==> src/hw/noc_pkg.sv <==
package noc_pkg;

    // flit layout, from the top bit down.
    // kind(2) | dst z,y,x (9) | src z,y,x (9) | packet number (8) | flit index (4)
    localparam int FLIT_W    = 32;
    localparam int KIND_W    = 2;
    localparam int COORD_W   = 3;
    localparam int PKT_NUM_W = 8;
    localparam int IDX_W     = 4;

    localparam int NUM_DIRS  = 6;
    localparam int COUNT_W   = 16;

    typedef logic [FLIT_W-1:0] flit_t;

    typedef enum logic [KIND_W-1:0] {
        HEAD         = 2'd0,
        BODY         = 2'd1,
        TAIL         = 2'd2,
        INVALID_KIND = 2'd3
    } flit_kind_e;

    // port arrays are indexed by this.
    typedef enum logic [2:0] {
        XPOS = 3'd0,
        YPOS = 3'd1,
        ZPOS = 3'd2,
        XNEG = 3'd3,
        YNEG = 3'd4,
        ZNEG = 3'd5
    } port_dir_e;

    typedef enum logic [1:0] {
        IDLE   = 2'd0,
        RCVING = 2'd1,
        FAILED = 2'd2
    } chk_state_e;

    typedef enum logic [1:0] {
        NO_ERROR     = 2'd0,
        FLIT_WRONG   = 2'd1,
        FLIT_MISSING = 2'd2,
        FLIT_TIMEOUT = 2'd3
    } err_code_e;

endpackage

==> src/hw/injection_pacer.sv <==
`timescale 1ns/10ps

module injection_pacer import noc_pkg::*; #(
    parameter int injection_rate = 30,
    parameter int packet_size    = 16,
    parameter int packet_num     = 10
) (
    input  logic                 clk,
    input  logic                 rst,
    input  logic                 fifo_room,
    output logic                 beat_valid,
    output logic [IDX_W-1:0]     flit_idx,
    output logic [PKT_NUM_W-1:0] pkt_num
);

    localparam int RATE_W = (injection_rate > 1) ? $clog2(injection_rate) : 1;

    logic [RATE_W-1:0]    rate_cnt;
    logic [PKT_NUM_W-1:0] pkts_started;
    logic                 active;
    logic                 rate_tick;
    logic                 last_beat;

    assign rate_tick  = (rate_cnt == RATE_W'(injection_rate - 1));
    assign beat_valid = active && fifo_room;
    assign last_beat  = (flit_idx == IDX_W'(packet_size - 1));

    // number of the packet in progress.
    assign pkt_num = pkts_started - PKT_NUM_W'(1);

    always_ff @(posedge clk) begin
        if (rst || rate_tick) begin
            rate_cnt <= '0;
        end else begin
            rate_cnt <= rate_cnt + RATE_W'(1);
        end
    end

    // ticks seen while a packet is in progress are dropped.
    always_ff @(posedge clk) begin
        if (rst) begin
            active       <= 1'b0;
            flit_idx     <= '0;
            pkts_started <= '0;
        end else if (!active) begin
            if (rate_tick && (pkts_started < PKT_NUM_W'(packet_num))) begin
                active       <= 1'b1;
                flit_idx     <= '0;
                pkts_started <= pkts_started + PKT_NUM_W'(1);
            end
        end else if (beat_valid) begin
            if (last_beat) begin
                active <= 1'b0;
            end else begin
                flit_idx <= flit_idx + IDX_W'(1);
            end
        end
    end

endmodule

==> config.mk <==
export PLATFORM = sky130hd
export DESIGN_NAME = injection_pacer
export DESIGN_NICKNAME = d
export VERILOG_FILES = /design/src/hw/noc_pkg.sv /design/src/hw/injection_pacer.sv
export SDC_FILE = /design/constraint.sdc
export NUM_CORES = 1
export LEC_CHECK = 0
export ABC_AREA = 1
export BUFFER_PORTS_ARGS = -buffer_cell sky130_fd_sc_hd__buf_2
export CORE_AREA = 3 3 46 48
export DETAILED_ROUTE_END_ITERATION = 10
export DIE_AREA = 0 0 49 51
export PLACE_DENSITY = 0.82
export REMOVE_ABC_BUFFERS = 1
export SLEW_MARGIN = 20
export SYNTH_ARGS = -nofsm -noshare
export SYNTH_HDL_FRONTEND = slang
export SYNTH_SLANG_ARGS = --single-unit
==> constraint.sdc <==
create_clock -name clk -period 3.6 [get_ports clk]
set_clock_uncertainty 0.15 [all_clocks]
set_input_delay 0.72 -clock clk [delete_from_list [all_inputs] [get_ports clk]]
set_output_delay 0.72 -clock clk [all_outputs]
set_load 0.005 [all_outputs]
==> impl_metrics.tcl <==
set metrics [dict create \
    final-setup-viol-count 0 \
    synth_top_area_share 0.386 \
    place_hpwl_um 1280 \
    intPower_mw 0.267 \
    via_per_inst 4.92 \
    rows 15 \
    num_vias 787 \
    antenna_found_initial 0 \
    start_util 0.535 \
    die_area_sq_mm 0.00250 \
    ir_drop_uv 222 \
    switching_share 0.206 \
    synth_area_sq_um 933 \
    postCtsSetupBuffers 0 \
    avgSynthCellArea_sq_um 7.91 \
    hold_violations 0 \
    synth_common_cells "dfxtp_1 (18), inv_1 (15), nand2_1 (15), nor2_1 (15), a21oi_1 (11)" \
    synth_area_leaders "dfxtp_1 (39%), ha_1 (6.7%), xor2_1 (6.6%), inv_1 (6.0%), nand2_1 (6.0%)" \
    critPathMaxStageDelay_ns 0.47 \
    fin_cells 160 \
    wl_um 1640 \
    ys_seq_area_frac 0.386 \
    switchingPower_mw 0.0691 \
    max-clock-path-buffers 2 \
    relSlewSlack 0.806 \
    h-tree-depth 1 \
    clk_transition_reported_paths_ns 0.10 \
    grt_pass1_vias 738 \
    hold_buffers 0 \
    grt_overflow_total 0 \
    die_h_um 51 \
    cp-start-kind "flip-flop" \
    yosysMostFrequentCell "dfxtp_1" \
    path_max_fanout 6 \
    yosys_register_bits 18 \
    cts_tree "yes" \
    async_flop_share 0 \
    layout.nets 144 \
    nFillCells 171 \
    synthDistinctLibCells 25 \
    finalCritPeriodShare 0.643 \
    status "finished, final reports clean" \
    drc 0 \
    crit_type "flip-flop to primary output" \
    rrSetupSlack_ns 2.06 \
    cp_top_family "flip-flops" \
    cts_resized 0 \
    max_slew.worst_pin.slew_ns 0.290 \
    finalMaxSlewViolations 0 \
    io_pins 16 \
    grt_setup_unrepaired "no" \
    grt_max_degree 13 \
    final_core_util 0.606 \
    root_buffer "clkbuf_4" \
    setup_tns_ns 0 \
    place_inst 156 \
    port_buffers 15 \
    worstPathCellList "inv_1, ha_1, nand3_1, xor2_1, buf_2" \
    yosys.area.top_type "dfxtp_1" \
    combPwrFrac 0.030 \
    cpMaxStageDelayCell "dfxtp_1" \
    drive_gt1_frac 0.215 \
    ys_warn_count 0 \
    required_ns 2.73 \
    antenna_left 0 \
    firstDrtPassIters 4 \
    p_per_area_mw_per_mm2 318 \
    place_congestion 0.788 \
    clk_latency_ns 0.29 \
    synth_flop_cell "dfxtp_1" \
    cts_buffers 3 \
    synth_cells 118 \
    clock.fmax_mhz 432 \
    leakage_nw 0.443 \
    drv_cap 0 \
    clock_sinks 18 \
    die_x_um 49 \
    syn_to_final_growth_pct 13.3 \
    grt.total_usage 0.152 \
    n_antenna_cell 0 \
    pwr-share-clk 0.362 \
    wire_per_inst_um 10.3 \
    crit_buf_inv 2 \
    hp-class "flip-flop to flip-flop" \
    critPathArrivalTime_ns 1.44 \
    finalCriticalPeriod_ns 2.31 \
    drtIter0Drc 9 \
    pwr-share-seq 0.608 \
    grt_pass1_wl_um 2910 \
    cp-end-kind "primary output" \
    core_region_area_sq_mm 0.00175 \
    synth_enable_flop_cells 0 \
]
-- metal layers --
| layer | up-vias | global-route usage | share of wire |
|---|---|---|---|
| met4 | 0 | 0.0711 | 0.016 |
| met3 | 4 | 0.0379 | 0.041 |
| met1 | 356 | 0.161 | 0.44 |
| li1 | 412 | - | - |
| met2 | 15 | 0.281 | 0.50 |
| met5 | - | 0 | 0 |
-- worst paths after layout --
| check | start | endpoint | depth (start not counted) |
|---|---|---|---|
| max | pkts_started[1] | pkt_num[6] | 5 |
| min | pkts_started[7] | pkts_started[7] | 2 |
| max reg2reg | rate_cnt[0] | flit_idx[0] | 8 |
| min reg2reg | pkts_started[7] | pkts_started[7] | 2 |
-- cell usage in the layout (no fill, tap or decap) --
cell      instances
nand2_1          15
nor3_1            1
o211ai_1          1
o21ai_0           2
clkbuf_8          1
o21bai_1          1
xnor2_1           1
inv_1            15
or2_1             1
o21ai_1           1
nor2_1           15
nand3_2           1
nand2_2           2
nor2_2            1
dfxtp_1          18
nand3_1           9
clkbuf_4          3
inv_2             2
o21ai_4           2
buf_2            15
nand4_1           2
xor2_1            7
ha_1              5
a21oi_1          11
nand3b_1          1
nor2_4            2
-- flip-flops by register name, summed over array words and instances, names as in the netlist --
register	flops
pkts_started	8
flit_idx	4
active	1
rate_cnt	5
-- power groups by stage --
stage,Clock [mW],Combinational [mW],Sequential (mW)
final,0.122,0.0101,0.204
after global routing,0.137,0.0114,0.205
after CTS,0.127,0.00997,0.204
after detailed placement,0,0.00997,0.209
after global placement,0,0.00940,0.209
after floorplan,0,0.00551,0.208
-- stage by stage --
step           power, mW  instance area (sq um)  worst slack [ns]  hold WS (ns)
4_1_cts            0.341                   1060              1.28         0.329
5_1_grt            0.353                   1060              1.21         0.376
3_3_place_gp       0.218                   1020              1.65         0.294
6_report           0.336                   1060              1.29         0.322
3_5_place_dp       0.219                   1020              1.62         0.308
2_1_floorplan      0.214                    915              1.78         0.284
-- kinds of logic (layout without fill, tap and decap cells) --
kind of cell,after synthesis,after routing,share of synthesized area
compound gates,18,18,0.126
xor+xnor,8,8,0.0751
fa+ha+maj,5,5,0.0670
buf+inv,19,36,0.0885
flops,18,18,0.386
simple gates,50,50,0.257
-- layout make-up --
type	count	area, sq um	area share
Clock buffer	4	36.3	0.0343
Inverter	17	63.8	0.0604
Multi-Input combinational cell	81	490	0.464
Sequential cell	18	360	0.341
Tap cell	25	31.3	0.0296
Timing Repair Buffer	15	75.1	0.0710
-- tightest hold or removal path: cells and delay by family (launching register included) --
family        cells  cell delay [ns]
flops             1             0.32
simple gates      1             0.04
buf+inv           1             0.08
Note: power is estimated with default switching activity, not from simulation.
