<file path="src/hw/noc_pkg.sv">
package noc_pkg;

    // flit layout, from the top bit down.
    // kind(2) | dst z,y,x (9) | src z,y,x (9) | packet number (8) | flit index (4)
    localparam int FLIT_W    = 32;
    localparam int KIND_W    = 2;
    localparam int COORD_W   = 3;
    localparam int PKT_NUM_W = 8;
    localparam int IDX_W     = 4;

    localparam int NUM_DIRS  = 6;
    localparam int COUNT_W   = 16;

    typedef logic [FLIT_W-1:0] flit_t;

    typedef enum logic [KIND_W-1:0] {
        HEAD         = 2'd0,
        BODY         = 2'd1,
        TAIL         = 2'd2,
        INVALID_KIND = 2'd3
    } flit_kind_e;

    // port arrays are indexed by this.
    typedef enum logic [2:0] {
        XPOS = 3'd0,
        YPOS = 3'd1,
        ZPOS = 3'd2,
        XNEG = 3'd3,
        YNEG = 3'd4,
        ZNEG = 3'd5
    } port_dir_e;

    typedef enum logic [1:0] {
        IDLE   = 2'd0,
        RCVING = 2'd1,
        FAILED = 2'd2
    } chk_state_e;

    typedef enum logic [1:0] {
        NO_ERROR     = 2'd0,
        FLIT_WRONG   = 2'd1,
        FLIT_MISSING = 2'd2,
        FLIT_TIMEOUT = 2'd3
    } err_code_e;

endpackage

</file>
<file path="src/hw/inject_fifo.sv">
`timescale 1ns/10ps

module inject_fifo import noc_pkg::*; #(
    parameter int fifo_depth = 64
) (
    input  logic  clk,
    input  logic  rst,
    input  flit_t wr_data,
    input  logic  wr_en,
    input  logic  rd_ready,
    output logic  wr_ready,
    output flit_t rd_data,
    output logic  rd_valid
);

    localparam int PTR_W = (fifo_depth > 1) ? $clog2(fifo_depth) : 1;
    localparam int CNT_W = $clog2(fifo_depth + 1);

    flit_t             mem [fifo_depth];
    logic [PTR_W-1:0]  wr_ptr;
    logic [PTR_W-1:0]  rd_ptr;
    logic [CNT_W-1:0]  count;
    logic              do_wr;
    logic              do_rd;

    assign wr_ready = (count != CNT_W'(fifo_depth));
    assign rd_valid = (count != '0);
    assign rd_data  = mem[rd_ptr];

    assign do_wr = wr_en && wr_ready;
    assign do_rd = rd_valid && rd_ready;

    always_ff @(posedge clk) begin
        if (do_wr) begin
            mem[wr_ptr] <= wr_data;
        end
    end

    always_ff @(posedge clk) begin
        if (rst) begin
            wr_ptr <= '0;
            rd_ptr <= '0;
            count  <= '0;
        end else begin
            if (do_wr) begin
                wr_ptr <= (wr_ptr == PTR_W'(fifo_depth - 1)) ? '0 : wr_ptr + PTR_W'(1);
            end
            if (do_rd) begin
                rd_ptr <= (rd_ptr == PTR_W'(fifo_depth - 1)) ? '0 : rd_ptr + PTR_W'(1);
            end
            // write and read in one cycle leave the count alone.
            if (do_wr && !do_rd) begin
                count <= count + CNT_W'(1);
            end else if (do_rd && !do_wr) begin
                count <= count - CNT_W'(1);
            end
        end
    end

endmodule

</file>
<file path="config.mk">
export PLATFORM = sky130hd
export DESIGN_NAME = inject_fifo
export DESIGN_NICKNAME = d
export VERILOG_FILES = /design/src/hw/noc_pkg.sv /design/src/hw/inject_fifo.sv
export SDC_FILE = /design/constraint.sdc
export NUM_CORES = 2
export LEC_CHECK = 0
export BUFFER_PORTS_ARGS = -buffer_cell sky130_fd_sc_hd__clkbuf_2
export CORE_MARGIN = 1.5
export CORE_UTILIZATION = 59
export CTS_CLUSTER_DIAMETER = 50
export CTS_CLUSTER_SIZE = 24
export DETAILED_ROUTE_END_ITERATION = 6
export GPL_ROUTABILITY_DRIVEN = 0
export HOLD_SLACK_MARGIN = 0.03
export PLACE_DENSITY = 0.74
export SYNTH_ARGS = -nofsm -noshare
export SYNTH_HDL_FRONTEND = slang
export SYNTH_SLANG_ARGS = --single-unit
</file>
<file path="constraint.sdc">
create_clock -name clk -period 4.05 [get_ports clk]
set_input_delay 0.2025 -clock clk [delete_from_list [all_inputs] [get_ports clk]]
set_output_delay 0.2025 -clock clk [all_outputs]
set_load 0.02 [all_outputs]
</file>
==> flow_summary_export.csv <==
group,metric,value,unit
run_status,outcome,"finished, final reports clean",
setup_path,worstSetupStartpointType,"register",
routing,wl_per_cell,33.75,um
routing,wl,190400,um
routing,drt_pass1_iterations,7,
grt,grt_pass1_wl,273700,um
run,max_cap_violations,0,
power,p_per_area,542.9,nW/um^2
yosys,yosys.area.top_type,"edfxtp_1",
setup_path,critPathMaxStageDelay,720,ps
cells_and_area,area_delta_synth_final,12.44,%
timing,finalSetupViolations,0,
floorplanning,coreArea,133300,um^2
routing,drt_iter0_drc,5450,
placement,hpwl,109700,um
setup_path,reg2reg_to,"count[6]$_SDFFE_PP0P_",
setup_path,cp_data_arrival_time,3840,ps
worst_hold_path,hold_class,"in2reg",
setup_path,rrSetupSlack,770,ps
routing,drc_errors,0,
yosys,synth.most_common_cell,"edfxtp_1",
setup_path,crit_required,3850,ps
yosys,netlist_area,79060,um^2
yosys,ys_seq_elements,2073,
setup_path,rr_worst_depth,11,
yosys,synth_common_cells,"2048 x edfxtp_1, 492 x mux4_2, 105 x mux2i_1",
grt,grt_max_degree,65,
yosys,async_flop_share,0,%
grt,track_usage,28.43,%
setup_path,critical_path.cell_chain,"buf_4 -> and2_2 -> buf_4 -> a221oi_1 -> a221oi_1 -> clkbuf_2",
timing,tightest_slew,1320,ps
floorplanning,die_height,369.1,um
placement,numPortBuffers,69,
yosys,synthCells,3455,
yosys,synthXorXnorAreaFrac,0.1329,%
setup_path,critical_path.slowest_cell,"and2_2",
cts,clkSlewWorstSetupHoldPaths,70,ps
yosys,synth_edf_count,2048,
routing,vias,38680,
grt,antenna_found_initial,5,
yosys,synth-simple-area-share,1.478,%
timing,slew_violations,0,
cts,numCtsBuffers,147,
floorplanning,die_area,136200,um^2
yosys,synth.distinct_cells,55,
cts,cts_tree,"yes",
timing,slew_headroom,12.01,%
timing,rsz0062_at_grt,"no",
setup_path,crit_path_max_fanout,21,
worst_hold_path,holdPathStages,2,
yosys,synth_seq_area_share,78.42,%
timing,fin_tns_setup,0,ps
timing,skew,30.70,ps
cts,clock_path_buffers,3,
yosys,synth_mux_area_share,15.47,%
worst_hold_path,worstHoldEndpoint,"mem[56][31]$_DFFE_PP_",
cells_and_area,fillers,8140,
floorplanning,initial_core_util,59.31,%
timing,fmax,247.2,MHz
floorplanning,die_w,369.1,um
timing,setup_slack,5.398,ps
yosys,yosysWarnings,0,
yosys,synthAdderAreaFrac,0.1519,%
yosys,synth-main-ff-cell,"edfxtp_1",
timing,finalCriticalPeriod,4045,ps
yosys,synth_compound_area_share,2.952,%
timing,final-hold-violation-count,0,
routing,detail-route-antenna-nets,0,
power,vdd_drop_max,0.0003574,V
cts,cts.sinks,2073,
worst_hold_path,worstHoldStart,"wr_data[31]",
grt,grt_pass1_vias,38810,
cells_and_area,area.sequential,62010,um^2
timing,period_share,99.87,%
cells_and_area,fin_util,66.69,%
cts,clock_latency,820,ps
cts,cts_max_level,4,
floorplanning,row_count,134,
grt,grt_overflow,0,
power,p_leak,0.02715,uW
routing,vias_per_cell,6.858,
cells_and_area,layout-drive-gt1-share,29.45,%
cells_and_area,multi_input_area,16490,um^2
yosys,syn-num-nets,3500,
setup_path,rr_startpoint,"count[2]$_SDFFE_PP0P_",
yosys,synth_top_family_by_area,"multiplexers",
placement,dpl_worst_slack,780.5,ps
setup_path,endpoint_kind,"output port",
floorplanning,io_pins,70,
yosys,synthTopCellsByArea,"edfxtp_1 78%, mux4_2 14%, mux2i_1 1.3%",
power,p_total,48260,uW
cts,cts-root-buf,"clkbuf_16",
cells_and_area,nets,3792,
yosys,syn_area_per_cell,22.88,um^2
setup_path,path_class,"reg2out",
yosys,synth_top_area_share,77.79,%
cell type report:
type                       instances  share of cell area (%)
multi-input combinational       1188                   18.55
antenna                            1                0.002815
clock buffer                     162                   4.321
clock inverter                   111                   1.474
timing repair buffer             331                   3.381
sequential                      2073                   69.76
tap                             1768                   2.488
inverter                           6                 0.02533
through the flow:
step	std cells	area, um^2	hold slack (ps)
global route	5639	88890	69.34
finish	5640	88900	53.07
detailed placement	5329	83330	518.3
global placement	5329	83330	501.0
CTS	5639	88890	50.65
floorplan	3455	79060	301.4
flip-flops by register name (all words and copies together) (netlist names), named ones only:
signal,flops
mem,2048
count,7
rd_ptr,6
wr_ptr,6
critical path: cells and delay by family, from the launching register on:
kind	cells	cell delay, ps
and+or+nand+nor	1	720
DFF	1	570
AOI/OAI and AO/OA	2	810
buffers and inverters	3	910
kinds of logic after synthesis:
logic type               Yosys count
AO/OA/AOI/OAI                    311
flip-flops                      2073
AND/OR/NAND/NOR                  250
buffers and inverters            194
XOR/XNOR                          12
adder cells (fa/ha/maj)            9
multiplexers                     606
worst max-delay path by stage:
| stage | from | slack, ps | endpoint | cells after the start |
|---|---|---|---|---|
| detailed placement | register | 780 | rd_data[21] | 7 |
| global route | register | 10 | rd_data[31] | 8 |
| finish | register | 5 | rd_data[21] | 6 |
| global placement | register | 760 | rd_data[21] | 7 |
| floorplan | count[0]$_SDFFE_PP0P_ | 1030 | mem[56][0]$_DFFE_PP_ | 5 |
| CTS | register | 10 | rd_data[30] | 7 |
where the power goes:
group          leakage, uW  internal (uW)  total, uW  switching, uW
sequential          0.0186          23700      23900            132
combinational      0.00602           4220       8640           4430
clock              0.00251           7820      15800           7940
placed cells by master, fill, tap and decap left out, drive strengths merged, types with 12 or more instances in the layout:
cell type,n
o21ai,14
clkinv,44
o22ai,43
a211oi,15
o211a,13
a22oi,52
o221ai,42
nor2,99
nand3,35
mux2i,105
dfxtp,25
nor2b,12
mux4,492
edfxtp,2048
buf,232
clkbuf,231
a221oi,43
nand2,43
a22o,26
dlygate4sd3,30
nor3,18
a21oi,39
inv,59
metal layers:
layer  vias up  GRT usage, %  wire length (um)
met5         -             0                26
met4         4         9.172              6218
met3       323         5.534             20760
met2      2398         45.06             92310
met1     20550         40.59             71050
li1      15410             -                 -
what timing repair did:
item | 4_1_cts | 5_1_grt
hold buffers | 30 | 0
setup endpoints to repair | 12 | 1
endpoints found under the hold margin | 957 | 0
resized for setup | 2 | 1
setup buffers | 7 | 0
Note: power is estimated with default switching activity, not from simulation.
